===== src/source/i2s_defs.svh =====
/*
 * shared widths, frame size and register map of the I2S bus master.
 * included by the package and by every module that needs a width or an offset.
 */
`ifndef I2S_DEFS_SVH
`define I2S_DEFS_SVH

// audio and bus widths.
`define I2S_DATA_BITS   16
`define I2S_WORD_BITS   32
`define I2S_FRAME_SLOTS 32
`define I2S_COUNT_BITS  6
`define I2S_ADDR_BITS   4

// register offsets, one 32-bit word apart.
`define I2S_REG_CTRL    4'd0
`define I2S_REG_STATUS  4'd4
`define I2S_REG_TX_DATA 4'd8
`define I2S_REG_RX_DATA 4'd12

// control register bits.
`define I2S_CTRL_TX_EN 0
`define I2S_CTRL_RX_EN 1
`define I2S_CTRL_EN    2

// status register bits.
`define I2S_STAT_TX_UNDERFLOW 0
`define I2S_STAT_TX_NOT_FULL  1
`define I2S_STAT_RX_OVERFLOW  2
`define I2S_STAT_RX_NOT_EMPTY 3

`endif


===== src/source/i2s_pkg.sv =====
/*
 * types shared by the I2S master blocks.
 * a stereo word is seen raw by the register block and per channel by the
 * serializers, so it is carried as a packed union.
 */
`include "i2s_defs.svh"

package i2s_pkg;

    // left channel sits in the upper half of the word.
    typedef struct packed {
        logic [`I2S_DATA_BITS-1:0] left;
        logic [`I2S_DATA_BITS-1:0] right;
    } i2s_stereo_t;

    typedef union packed {
        logic [`I2S_WORD_BITS-1:0] raw;
        i2s_stereo_t               ch;
    } i2s_sample_u;

    // slot index within one frame.
    typedef logic [`I2S_COUNT_BITS-2:0] i2s_slot_t;

endpackage


===== src/source/i2s_regs.sv =====
/*
 * AXI4-Lite slave of the I2S master.
 * holds the control register, builds the status word and turns accesses to
 * the data ports into push and pop strobes on the two sample FIFOs.
 * a write to a full tx FIFO is dropped, a read of an empty rx FIFO gives zero.
 */
`timescale 1ns/1ps
`include "i2s_defs.svh"

module i2s_regs import i2s_pkg::*; (
    input  logic                      op_clk,
    input  logic                      reset,
    input  logic                      awvalid,
    input  logic [`I2S_ADDR_BITS-1:0] awaddr,
    output logic                      awready,
    input  logic                      wvalid,
    input  logic [`I2S_WORD_BITS-1:0] wdata,
    input  logic [3:0]                wstrb,
    output logic                      wready,
    output logic                      bvalid,
    output logic [1:0]                bresp,
    input  logic                      bready,
    input  logic                      arvalid,
    input  logic [`I2S_ADDR_BITS-1:0] araddr,
    output logic                      arready,
    output logic                      rvalid,
    output logic [`I2S_WORD_BITS-1:0] rdata,
    output logic [1:0]                rresp,
    input  logic                      rready,
    output logic                      enable,
    output logic                      tx_enable,
    output logic                      rx_enable,
    output logic                      tx_push,
    output i2s_sample_u               tx_push_data,
    input  logic                      tx_push_ready,
    output logic                      rx_pop,
    input  i2s_sample_u               rx_pop_data,
    input  logic                      rx_pop_valid,
    input  logic                      tx_underflow,
    input  logic                      rx_overflow
);

    // one pulse accepts address and data together.
    logic                      wr_ready;
    logic [`I2S_WORD_BITS-1:0] ctrl_word;
    logic [`I2S_WORD_BITS-1:0] status_word;

    assign awready = wr_ready;
    assign wready  = wr_ready;
    // every access completes with OKAY.
    assign bresp = 2'b00;
    assign rresp = 2'b00;

    // the tx data port feeds the FIFO directly.
    assign tx_push_data.raw = wdata;
    assign tx_push = wr_ready && (awaddr == `I2S_REG_TX_DATA) && tx_push_ready;
    // pop only when a word is there to return.
    assign rx_pop = arready && (araddr == `I2S_REG_RX_DATA) && rx_pop_valid;

    always_comb
    begin
        ctrl_word = '0;
        ctrl_word[`I2S_CTRL_TX_EN] = tx_enable;
        ctrl_word[`I2S_CTRL_RX_EN] = rx_enable;
        ctrl_word[`I2S_CTRL_EN] = enable;
        // sticky errors next to the live FIFO levels.
        status_word = '0;
        status_word[`I2S_STAT_TX_UNDERFLOW] = tx_underflow;
        status_word[`I2S_STAT_TX_NOT_FULL] = tx_push_ready;
        status_word[`I2S_STAT_RX_OVERFLOW] = rx_overflow;
        status_word[`I2S_STAT_RX_NOT_EMPTY] = rx_pop_valid;
    end

    always_ff @(posedge op_clk)
    begin
        if (reset)
        begin
            wr_ready <= 1'b0;
            bvalid <= 1'b0;
            arready <= 1'b0;
            rvalid <= 1'b0;
            enable <= 1'b0;
            tx_enable <= 1'b0;
            rx_enable <= 1'b0;
        end
        else
        begin
            // no new write while a response is still pending.
            wr_ready <= !wr_ready && awvalid && wvalid && !bvalid;
            if (wr_ready)
                bvalid <= 1'b1;
            else if (bready)
                bvalid <= 1'b0;
            arready <= !arready && arvalid && !rvalid;
            if (arready)
                rvalid <= 1'b1;
            else if (rready)
                rvalid <= 1'b0;
            // control bits all live in the low byte.
            if (wr_ready && (awaddr == `I2S_REG_CTRL) && wstrb[0])
            begin
                enable <= wdata[`I2S_CTRL_EN];
                tx_enable <= wdata[`I2S_CTRL_TX_EN];
                rx_enable <= wdata[`I2S_CTRL_RX_EN];
            end
        end
    end

    // read data is latched with the address handshake.
    always_ff @(posedge op_clk)
    begin
        if (arready)
        begin
            case (araddr)
                `I2S_REG_CTRL:    rdata <= ctrl_word;
                `I2S_REG_STATUS:  rdata <= status_word;
                `I2S_REG_RX_DATA: rdata <= rx_pop_valid ? rx_pop_data.raw : '0;
                default:          rdata <= '0;
            endcase
        end
    end

endmodule


===== src/source/i2s_sample_fifo.sv =====
/*
 * synchronous FIFO of stereo words with a show-ahead read port.
 * push and pop are one-cycle strobes, push_ready and pop_valid are levels.
 * one instance per direction.
 */
`timescale 1ns/1ps

module i2s_sample_fifo import i2s_pkg::*; #(
    parameter int DEPTH = 4
) (
    input  logic        op_clk,
    input  logic        reset,
    input  logic        push,
    input  i2s_sample_u push_data,
    output logic        push_ready,
    input  logic        pop,
    output i2s_sample_u pop_data,
    output logic        pop_valid
);

    localparam int PTR_BITS = (DEPTH > 1) ? $clog2(DEPTH) : 1;
    localparam int CNT_BITS = $clog2(DEPTH + 1);

    i2s_sample_u         mem [DEPTH];
    logic [PTR_BITS-1:0] wr_ptr;
    logic [PTR_BITS-1:0] rd_ptr;
    logic [CNT_BITS-1:0] count;
    logic                do_push;
    logic                do_pop;

    // circular pointers, wrap at depth.
    function automatic logic [PTR_BITS-1:0] next_ptr(input logic [PTR_BITS-1:0] ptr);
        return (ptr == PTR_BITS'(DEPTH - 1)) ? '0 : ptr + 1'b1;
    endfunction

    assign push_ready = (count != CNT_BITS'(DEPTH));
    assign pop_valid = (count != '0);
    assign do_push = push && push_ready;
    assign do_pop = pop && pop_valid;
    assign pop_data = mem[rd_ptr];

    always_ff @(posedge op_clk)
    begin
        if (reset)
        begin
            wr_ptr <= '0;
            rd_ptr <= '0;
            count <= '0;
        end
        else
        begin
            if (do_push)
                wr_ptr <= next_ptr(wr_ptr);
            if (do_pop)
                rd_ptr <= next_ptr(rd_ptr);
            // level only moves when one side acts alone.
            case ({do_push, do_pop})
                2'b10:   count <= count + 1'b1;
                2'b01:   count <= count - 1'b1;
                default: count <= count;
            endcase
        end
    end

    always_ff @(posedge op_clk)
    begin
        if (do_push)
            mem[wr_ptr] <= push_data;
    end

endmodule


===== src/source/i2s_frame_timer.sv =====
/*
 * bit counter of the I2S master.
 * a 64-cycle down-counter gives sck, ws, the slot index and the strobes that
 * the serializers run on. it parks at its top value while disabled.
 */
`timescale 1ns/1ps
`include "i2s_defs.svh"

module i2s_frame_timer import i2s_pkg::*; (
    input  logic      op_clk,
    input  logic      reset,
    input  logic      enable,
    output logic      sck,
    output logic      ws,
    output logic      frame_start,
    output logic      shift_edge,
    output i2s_slot_t slot
);

    localparam logic [`I2S_COUNT_BITS-1:0] TOP = `I2S_COUNT_BITS'(2 * `I2S_FRAME_SLOTS - 1);

    logic [`I2S_COUNT_BITS-1:0] count;

    // two cycles per slot, wraps from zero back to the top.
    always_ff @(posedge op_clk)
    begin
        if (reset || !enable)
            count <= TOP;
        else
            count <= count - 1'b1;
    end

    // slot counts up while the counter counts down.
    assign slot = ~count[`I2S_COUNT_BITS-1:1];
    // sck low in the first cycle of a slot, high in the second.
    assign sck = ~count[0];
    // ws straight from a counter flop: left half low, right half high.
    assign ws = ~count[`I2S_COUNT_BITS-1];
    // parked top value is the first cycle of slot 0 once enabled.
    assign frame_start = enable && (count == TOP);
    // sck falls at the end of this cycle.
    assign shift_edge = enable && !count[0];

endmodule


===== src/source/i2s_tx_serializer.sv =====
/*
 * transmit side of the I2S master.
 * starts on a frame boundary, pops one stereo word per frame and shifts the
 * left half, then the right half, MSB first with the one-slot I2S delay.
 * an empty FIFO at a frame start sets a sticky underflow and stops tx.
 */
`timescale 1ns/1ps
`include "i2s_defs.svh"

module i2s_tx_serializer import i2s_pkg::*; (
    input  logic        op_clk,
    input  logic        reset,
    input  logic        enable,
    input  logic        tx_enable,
    input  logic        frame_start,
    input  logic        shift_edge,
    input  i2s_slot_t   slot,
    output logic        pop,
    input  i2s_sample_u pop_data,
    input  logic        pop_valid,
    output logic        sdo,
    output logic        underflow
);

    logic        tx_active;
    logic        tx_go;
    logic        load;
    logic        tx_bit;
    i2s_sample_u word;

    // tx may run only while enabled and free of underflow.
    assign tx_go = enable && tx_enable && !underflow;
    // a word is needed at every left-channel start.
    assign load = frame_start && tx_go;
    assign pop = load && pop_valid;
    // upper slot half drives the right channel.
    assign tx_bit = slot[`I2S_COUNT_BITS-2] ? word.ch.right[`I2S_DATA_BITS-1]
                                            : word.ch.left[`I2S_DATA_BITS-1];

    always_ff @(posedge op_clk)
    begin
        if (reset)
        begin
            tx_active <= 1'b0;
            underflow <= 1'b0;
            sdo <= 1'b0;
        end
        else
        begin
            // sticky until tx_enable is cleared.
            underflow <= (underflow || (load && !pop_valid)) && tx_enable;
            if (!tx_go)
                tx_active <= 1'b0;
            else if (frame_start)
                tx_active <= pop_valid;
            // bit for slot s+1 goes out at the end of slot s.
            if (!tx_go)
                sdo <= 1'b0;
            else if (shift_edge)
                sdo <= tx_active && tx_bit;
        end
    end

    always_ff @(posedge op_clk)
    begin
        if (pop)
            word <= pop_data;
        else if (shift_edge && tx_active)
        begin
            // each half shifts only during its own slots.
            if (slot[`I2S_COUNT_BITS-2])
                word.ch.right <= word.ch.right << 1;
            else
                word.ch.left <= word.ch.left << 1;
        end
    end

endmodule


===== src/source/i2s_rx_deserializer.sv =====
/*
 * receive side of the I2S master.
 * samples sdi at each shift edge into a stereo word, left in slots 1 to 16
 * and right in slots 17 to 0, and pushes it after slot 0 of the next frame.
 * a push into a full FIFO loses the word, sets a sticky overflow and stops rx.
 */
`timescale 1ns/1ps
`include "i2s_defs.svh"

module i2s_rx_deserializer import i2s_pkg::*; (
    input  logic        op_clk,
    input  logic        reset,
    input  logic        enable,
    input  logic        rx_enable,
    input  logic        frame_start,
    input  logic        shift_edge,
    input  i2s_slot_t   slot,
    input  logic        sdi,
    output logic        push,
    output i2s_sample_u push_data,
    input  logic        push_ready,
    output logic        overflow
);

    logic        rx_active;
    logic        started;
    logic        push_q;
    logic        rx_go;
    i2s_slot_t   bit_slot;
    i2s_sample_u word;

    assign rx_go = enable && rx_enable && !overflow;
    // data lags ws by one slot, so count bits from slot 1.
    assign bit_slot = slot - 1'b1;
    assign push = push_q && push_ready;
    assign push_data = word;

    always_ff @(posedge op_clk)
    begin
        if (reset)
        begin
            rx_active <= 1'b0;
            started <= 1'b0;
            push_q <= 1'b0;
            overflow <= 1'b0;
        end
        else
        begin
            // sticky until rx_enable is cleared.
            overflow <= (overflow || (push_q && !push_ready)) && rx_enable;
            if (!rx_go)
                rx_active <= 1'b0;
            else if (frame_start)
                rx_active <= 1'b1;
            // a word counts once its MSB in slot 1 has been taken.
            if (!rx_active)
                started <= 1'b0;
            else if (shift_edge && (slot == i2s_slot_t'(1)))
                started <= 1'b1;
            // last bit sits in slot 0 of the following frame.
            push_q <= rx_active && started && shift_edge && (slot == '0);
        end
    end

    always_ff @(posedge op_clk)
    begin
        if (shift_edge && rx_active)
        begin
            if (bit_slot[`I2S_COUNT_BITS-2])
                word.ch.right <= {word.ch.right[`I2S_DATA_BITS-2:0], sdi};
            else
                word.ch.left <= {word.ch.left[`I2S_DATA_BITS-2:0], sdi};
        end
    end

endmodule


===== src/source/i2s_master.sv =====
/*
 * top level of the I2S bus master.
 * AXI4-Lite register block, bit counter, tx and rx serializers and one
 * sample FIFO per direction. one 32-bit word is one stereo pair.
 */
`timescale 1ns/1ps
`include "i2s_defs.svh"

module i2s_master import i2s_pkg::*; (
    input  logic                      op_clk,
    input  logic                      reset,
    input  logic                      sdi,
    output logic                      sck,
    output logic                      ws,
    output logic                      sdo,
    input  logic                      awvalid,
    input  logic [`I2S_ADDR_BITS-1:0] awaddr,
    output logic                      awready,
    input  logic                      wvalid,
    input  logic [`I2S_WORD_BITS-1:0] wdata,
    input  logic [3:0]                wstrb,
    output logic                      wready,
    output logic                      bvalid,
    output logic [1:0]                bresp,
    input  logic                      bready,
    input  logic                      arvalid,
    input  logic [`I2S_ADDR_BITS-1:0] araddr,
    output logic                      arready,
    output logic                      rvalid,
    output logic [`I2S_WORD_BITS-1:0] rdata,
    output logic [1:0]                rresp,
    input  logic                      rready
);

    // control and sticky status.
    logic        enable;
    logic        tx_enable;
    logic        rx_enable;
    logic        tx_underflow;
    logic        rx_overflow;
    // tx FIFO, filled from the bus.
    logic        tx_push;
    logic        tx_push_ready;
    logic        tx_pop;
    logic        tx_pop_valid;
    i2s_sample_u tx_push_data;
    i2s_sample_u tx_pop_data;
    // rx FIFO, drained by the bus.
    logic        rx_push;
    logic        rx_push_ready;
    logic        rx_pop;
    logic        rx_pop_valid;
    i2s_sample_u rx_push_data;
    i2s_sample_u rx_pop_data;
    // frame timing.
    logic        frame_start;
    logic        shift_edge;
    i2s_slot_t   slot;

    // port names match the wires above.
    i2s_regs regs_inst (.*);

    i2s_frame_timer frame_timer_inst (.*);

    i2s_sample_fifo tx_fifo_inst (
        .op_clk(op_clk),
        .reset(reset),
        .push(tx_push),
        .push_data(tx_push_data),
        .push_ready(tx_push_ready),
        .pop(tx_pop),
        .pop_data(tx_pop_data),
        .pop_valid(tx_pop_valid)
    );

    i2s_sample_fifo rx_fifo_inst (
        .op_clk(op_clk),
        .reset(reset),
        .push(rx_push),
        .push_data(rx_push_data),
        .push_ready(rx_push_ready),
        .pop(rx_pop),
        .pop_data(rx_pop_data),
        .pop_valid(rx_pop_valid)
    );

    i2s_tx_serializer tx_inst (
        .*,
        .pop(tx_pop),
        .pop_data(tx_pop_data),
        .pop_valid(tx_pop_valid),
        .underflow(tx_underflow)
    );

    i2s_rx_deserializer rx_inst (
        .*,
        .push(rx_push),
        .push_data(rx_push_data),
        .push_ready(rx_push_ready),
        .overflow(rx_overflow)
    );

endmodule


===== config.mk =====
export PLATFORM = sky130hd
export DESIGN_NAME = i2s_master
export DESIGN_NICKNAME = d
export VERILOG_FILES = /design/src/source/i2s_pkg.sv /design/src/source/i2s_regs.sv /design/src/source/i2s_sample_fifo.sv /design/src/source/i2s_frame_timer.sv /design/src/source/i2s_tx_serializer.sv /design/src/source/i2s_rx_deserializer.sv /design/src/source/i2s_master.sv
export VERILOG_INCLUDE_DIRS = /design/src /design/src/source
export SDC_FILE = /design/constraint.sdc
export NUM_CORES = 1
export LEC_CHECK = 0
export ABC_AREA = 1
export BUFFER_PORTS_ARGS = -buffer_cell sky130_fd_sc_hd__buf_4
export CAP_MARGIN = 10
export CORE_ASPECT_RATIO = 1.1
export CORE_MARGIN = 5
export CORE_UTILIZATION = 50
export DETAILED_ROUTE_END_ITERATION = 16
export PLACE_DENSITY = 0.66
export SYNTH_ARGS = -nofsm -noshare
export SYNTH_HDL_FRONTEND = slang
export SYNTH_HIERARCHICAL = 1
export SYNTH_SLANG_ARGS = --single-unit

===== constraint.sdc =====
create_clock -name op_clk -period 3.1 [get_ports op_clk]
set_input_delay 0.31 -clock op_clk [delete_from_list [all_inputs] [get_ports op_clk]]
set_output_delay 0.31 -clock op_clk [all_outputs]
set_load 0.05 [all_outputs]

==> flow_metrics.py <==
metrics = {
    "outcome": {
        "status": "completed",
    },
    "global_route": {
        "grt_pass1_wl_um": 46900,
        "grt_max_degree": 65,
        "grt_pass1_vias": 8934,
        "grt-ovfl-total": 0,
        "grt_antenna_before_repair": 0,
        "grt_usage_pct": 16.9,
    },
    "sta": {
        "relSlewSlack_pct": 48.8,
        "period_needed_ps": 2370,
        "fmax_ghz": 0.422,
        "min_period_over_period_pct": 76.4,
        "finalSetupViolations": 0,
        "fin_worst_skew_ps": 27.0,
        "rsz0062_at_grt": "false",
        "tns_ps": 0,
        "worst_pin_slew_ps": 768,
        "slew_violations": 0,
        "finalHoldViolations": 0,
    },
    "floorplan": {
        "pin_count": 96,
        "dieWidth_um": 178,
        "rows": 67,
        "start_util_pct": 51.0,
        "die_y_um": 195,
        "dieArea_um2": 34800,
        "core_um2": 30600,
    },
    "placement": {
        "portBuffers": 88,
        "finalWeightedCongestion": 0.748,
        "place_area_um2": 16300,
        "dp_hpwl_um": 16800,
    },
    "final_layout": {
        "final_cell_area_um2": 17900,
        "postLayoutCoreUtil_pct": 58.4,
        "drive_gt1_share_pct": 15.0,
        "nFillCells": 2410,
        "nets": 1396,
        "num_antenna_cells": 0,
        "area_delta_synth_final_pct": 14.5,
    },
    "flow_run": {
        "cap_violations": 0,
    },
    "yosys": {
        "synth_area_leader_cell": "edfxtp_1",
        "synth_ff_type": "edfxtp_1",
        "synthArstFlopShare_pct": 0,
        "synth_edf_count": 352,
        "ys_types": 34,
        "syn_area_um2": 15600,
        "syn_inst": 1230,
        "yosys-top-cells-area": "edfxtp_1 (68%), dfxtp_1 (4.9%), nor2_1 (4.6%), nand2_1 (4.3%), o22ai_1 (2.6%)",
        "yosys-top-cells-count": "edfxtp_1 (352), nor2_1 (193), nand2_1 (177), o21ai_0 (76), inv_1 (71)",
        "synth-seq-cells": 390,
        "synth_most_common_cell": "edfxtp_1",
        "avgSynthCellArea_um2": 12.7,
        "seq_area_frac_synth_pct": 72.7,
        "yosysTopAreaCellShare_pct": 67.8,
        "ys_warn_count": 6,
    },
    "critical_path": {
        "timing.rr.end": "tx_fifo_inst/count[2]",
        "path_buf_inv": 6,
        "crit-reg2reg-launch": "frame_timer_inst/count[0]",
        "path_cells": "ha_1 > nand4_1 > nor3_1 > nand2_1 > inv_1 > nand2_2 > inv_2 > nand2_1 > inv_1 > ha_1 > inv_1 > fa_1 > inv_1 > nand2_1 > nand3_1 > nand2_1 > inv_1 > nor2_1",
        "required_ps": 3510,
        "cpLargestDelayFamily": "simple AND/OR/NAND/NOR gates",
        "cpMostUsedCell": "inv_1",
        "cp.arrival_ps": 2780,
        "cpPeakStageDelay_ps": 380,
        "startpoint_type": "register",
        "endpoint_kind": "register",
        "cp_num_cells": 18,
        "endpoint": "tx_fifo_inst/count[2]",
        "crit_type": "register to register",
        "r2r_setup_slack_ps": 730,
        "crit_fanout": 4,
        "worstSetupStartpoint": "frame_timer_inst/count[0]",
        "slowest_stage": "dfxtp_1",
        "reg2reg_depth": 18,
    },
    "drt": {
        "drc_errors": 0,
        "routed_wl_um": 29300,
        "routedWlPerCell_um": 16.6,
        "vias_per_cell": 5.18,
        "vias": 9179,
        "firstDrtPassIters": 5,
        "ant_nets": 0,
        "drtIter0Drc": 634,
    },
    "power_and_ir_drop": {
        "seqPwrFrac_pct": 54.1,
        "pwr-share-clk_pct": 43.5,
        "swShare_pct": 19.1,
        "intPower_uw": 8530,
        "vdd_drop_max_uv": 551,
        "p_sw_uw": 2010,
        "pwr-share-comb_pct": 2.4,
        "power.density_nw_per_um2": 590,
        "cellLeakagePower_uw": 0.00641,
    },
    "hold_path": {
        "hold_class": "input pin to register",
    },
    "clock_network": {
        "clock_path_buffers": 3,
        "clk_pin_slew_ps": 60,
        "cts_root_buf": "clkbuf_16",
        "clock_latency_ps": 530,
        "cts_setup_buffers": 0,
        "cts_max_level": 2,
        "clock-sinks": 390,
        "cts_resized": 0,
        "cts_tree": "yes",
        "numCtsBuffers": 39,
    },
}
[cell usage in the layout (no fill, tap or decap), types with 5 or more instances in the layout]
master / instances
a21oi_1: 15
buf_4: 108
clkbuf_1: 12
clkbuf_16: 40
clkinv_1: 5
clkinv_2: 6
dfxtp_1: 36
dlygate4sd3_1: 34
edfxtp_1: 352
ha_1: 14
inv_1: 71
inv_2: 6
nand2_1: 177
nand3_1: 24
nand4_1: 13
nor2_1: 185
nor2_2: 13
nor2_4: 11
nor3_1: 5
o21ai_0: 76
o21ai_1: 57
o22ai_1: 64
[layout make-up]
type	count	area [um^2]	share of cell area [%]
Inverter	79	312	1.74
Sequential cell	390	11300	63.5
Tap cell	414	518	2.90
Clock inverter	17	194	1.09
Timing Repair Buffer	142	1150	6.45
Clock buffer	53	1060	5.93
Multi-Input combinational cell	676	3290	18.4
[power groups by stage]
stage	clock network, uW	registers (uW)	logic [uW]
finish	4580	5710	256
global route	4930	5700	274
CTS	4700	5700	256
detailed placement	0	5820	222
global placement	0	5820	218
floorplan	0	5890	83.6
[state kept, by name (all words and copies together), names as in the netlist, 2 cells and up, named ones only]
name / flops
tx_fifo_inst/rd_ptr: 2
tx_fifo_inst/wr_ptr: 2
rx_fifo_inst/mem: 128
tx_fifo_inst/count: 3
rx_fifo_inst/rd_ptr: 2
rx_fifo_inst/count: 3
rx_fifo_inst/wr_ptr: 2
frame_timer_inst/count: 6
rx_inst/push_data: 32
tx_inst/word: 32
tx_fifo_inst/mem: 128
regs_inst/rdata: 32
[per-layer routing]
| metal | share of wire, % | global-route usage, % |
|---|---|---|
| met1 | 42 | 21.8 |
| met3 | 6.3 | 3.27 |
| met2 | 50 | 29.4 |
| met5 | 0 | 0 |
| met4 | 1.7 | 4.24 |
[how the worst min path moves through the flow]
| stage | startpoint | to | slack [ps] | cells after the start |
|---|---|---|---|---|
| after floorplan | reset | regs_inst/rvalid | 380 | 1 |
| after global routing | wvalid | regs_inst/awready | 60 | 3 |
| after global placement | frame_timer_inst/count[0] | frame_timer_inst/count[0] | 420 | 1 |
| after CTS | wvalid | regs_inst/awready | 40 | 3 |
| after detailed placement | frame_timer_inst/count[0] | frame_timer_inst/count[0] | 430 | 1 |
| final | wvalid | regs_inst/awready | 60 | 3 |
[worst reg2reg max path, delay by kind of cell, from the launching register on]
| kind | cells | cell delay (ps) |
|---|---|---|
| adder cells (fa/ha/maj) | 3 | 700 |
| flip-flops | 1 | 380 |
| AND/OR/NAND/NOR | 9 | 810 |
| buffers and inverters | 6 | 390 |
[per-stage QoR]
| step | hold slack (ps) | instances | power (uW) | setup WS [ps] |
|---|---|---|---|---|
| 6_report | 64.2 | 1771 | 10500 | 732 |
| 5_1_grt | 58.1 | 1771 | 10900 | 395 |
| 4_1_cts | 37.2 | 1771 | 10700 | 697 |
| 3_5_place_dp | 426 | 1667 | 6040 | 714 |
| 3_3_place_gp | 418 | 1667 | 6030 | 753 |
| 2_1_floorplan | 379 | 1233 | 5970 | 38.9 |
[repair_timing]
| item | 4_1_cts | 5_1_grt |
|---|---|---|
| hold endpoints to repair | 127 | 0 |
| setup endpoints to repair | 0 | 0 |
| hold buffers | 34 | 0 |
[kinds of logic after synthesis]
kind of cell / synth area share, %
AOI/OAI and AO/OA: 7.37
DFF: 72.7
buffers and inverters: 6.43
adders and majority gates: 1.38
and+or+nand+nor: 12.1
other: 0.0240
Note: power is estimated with default switching activity, not from simulation.
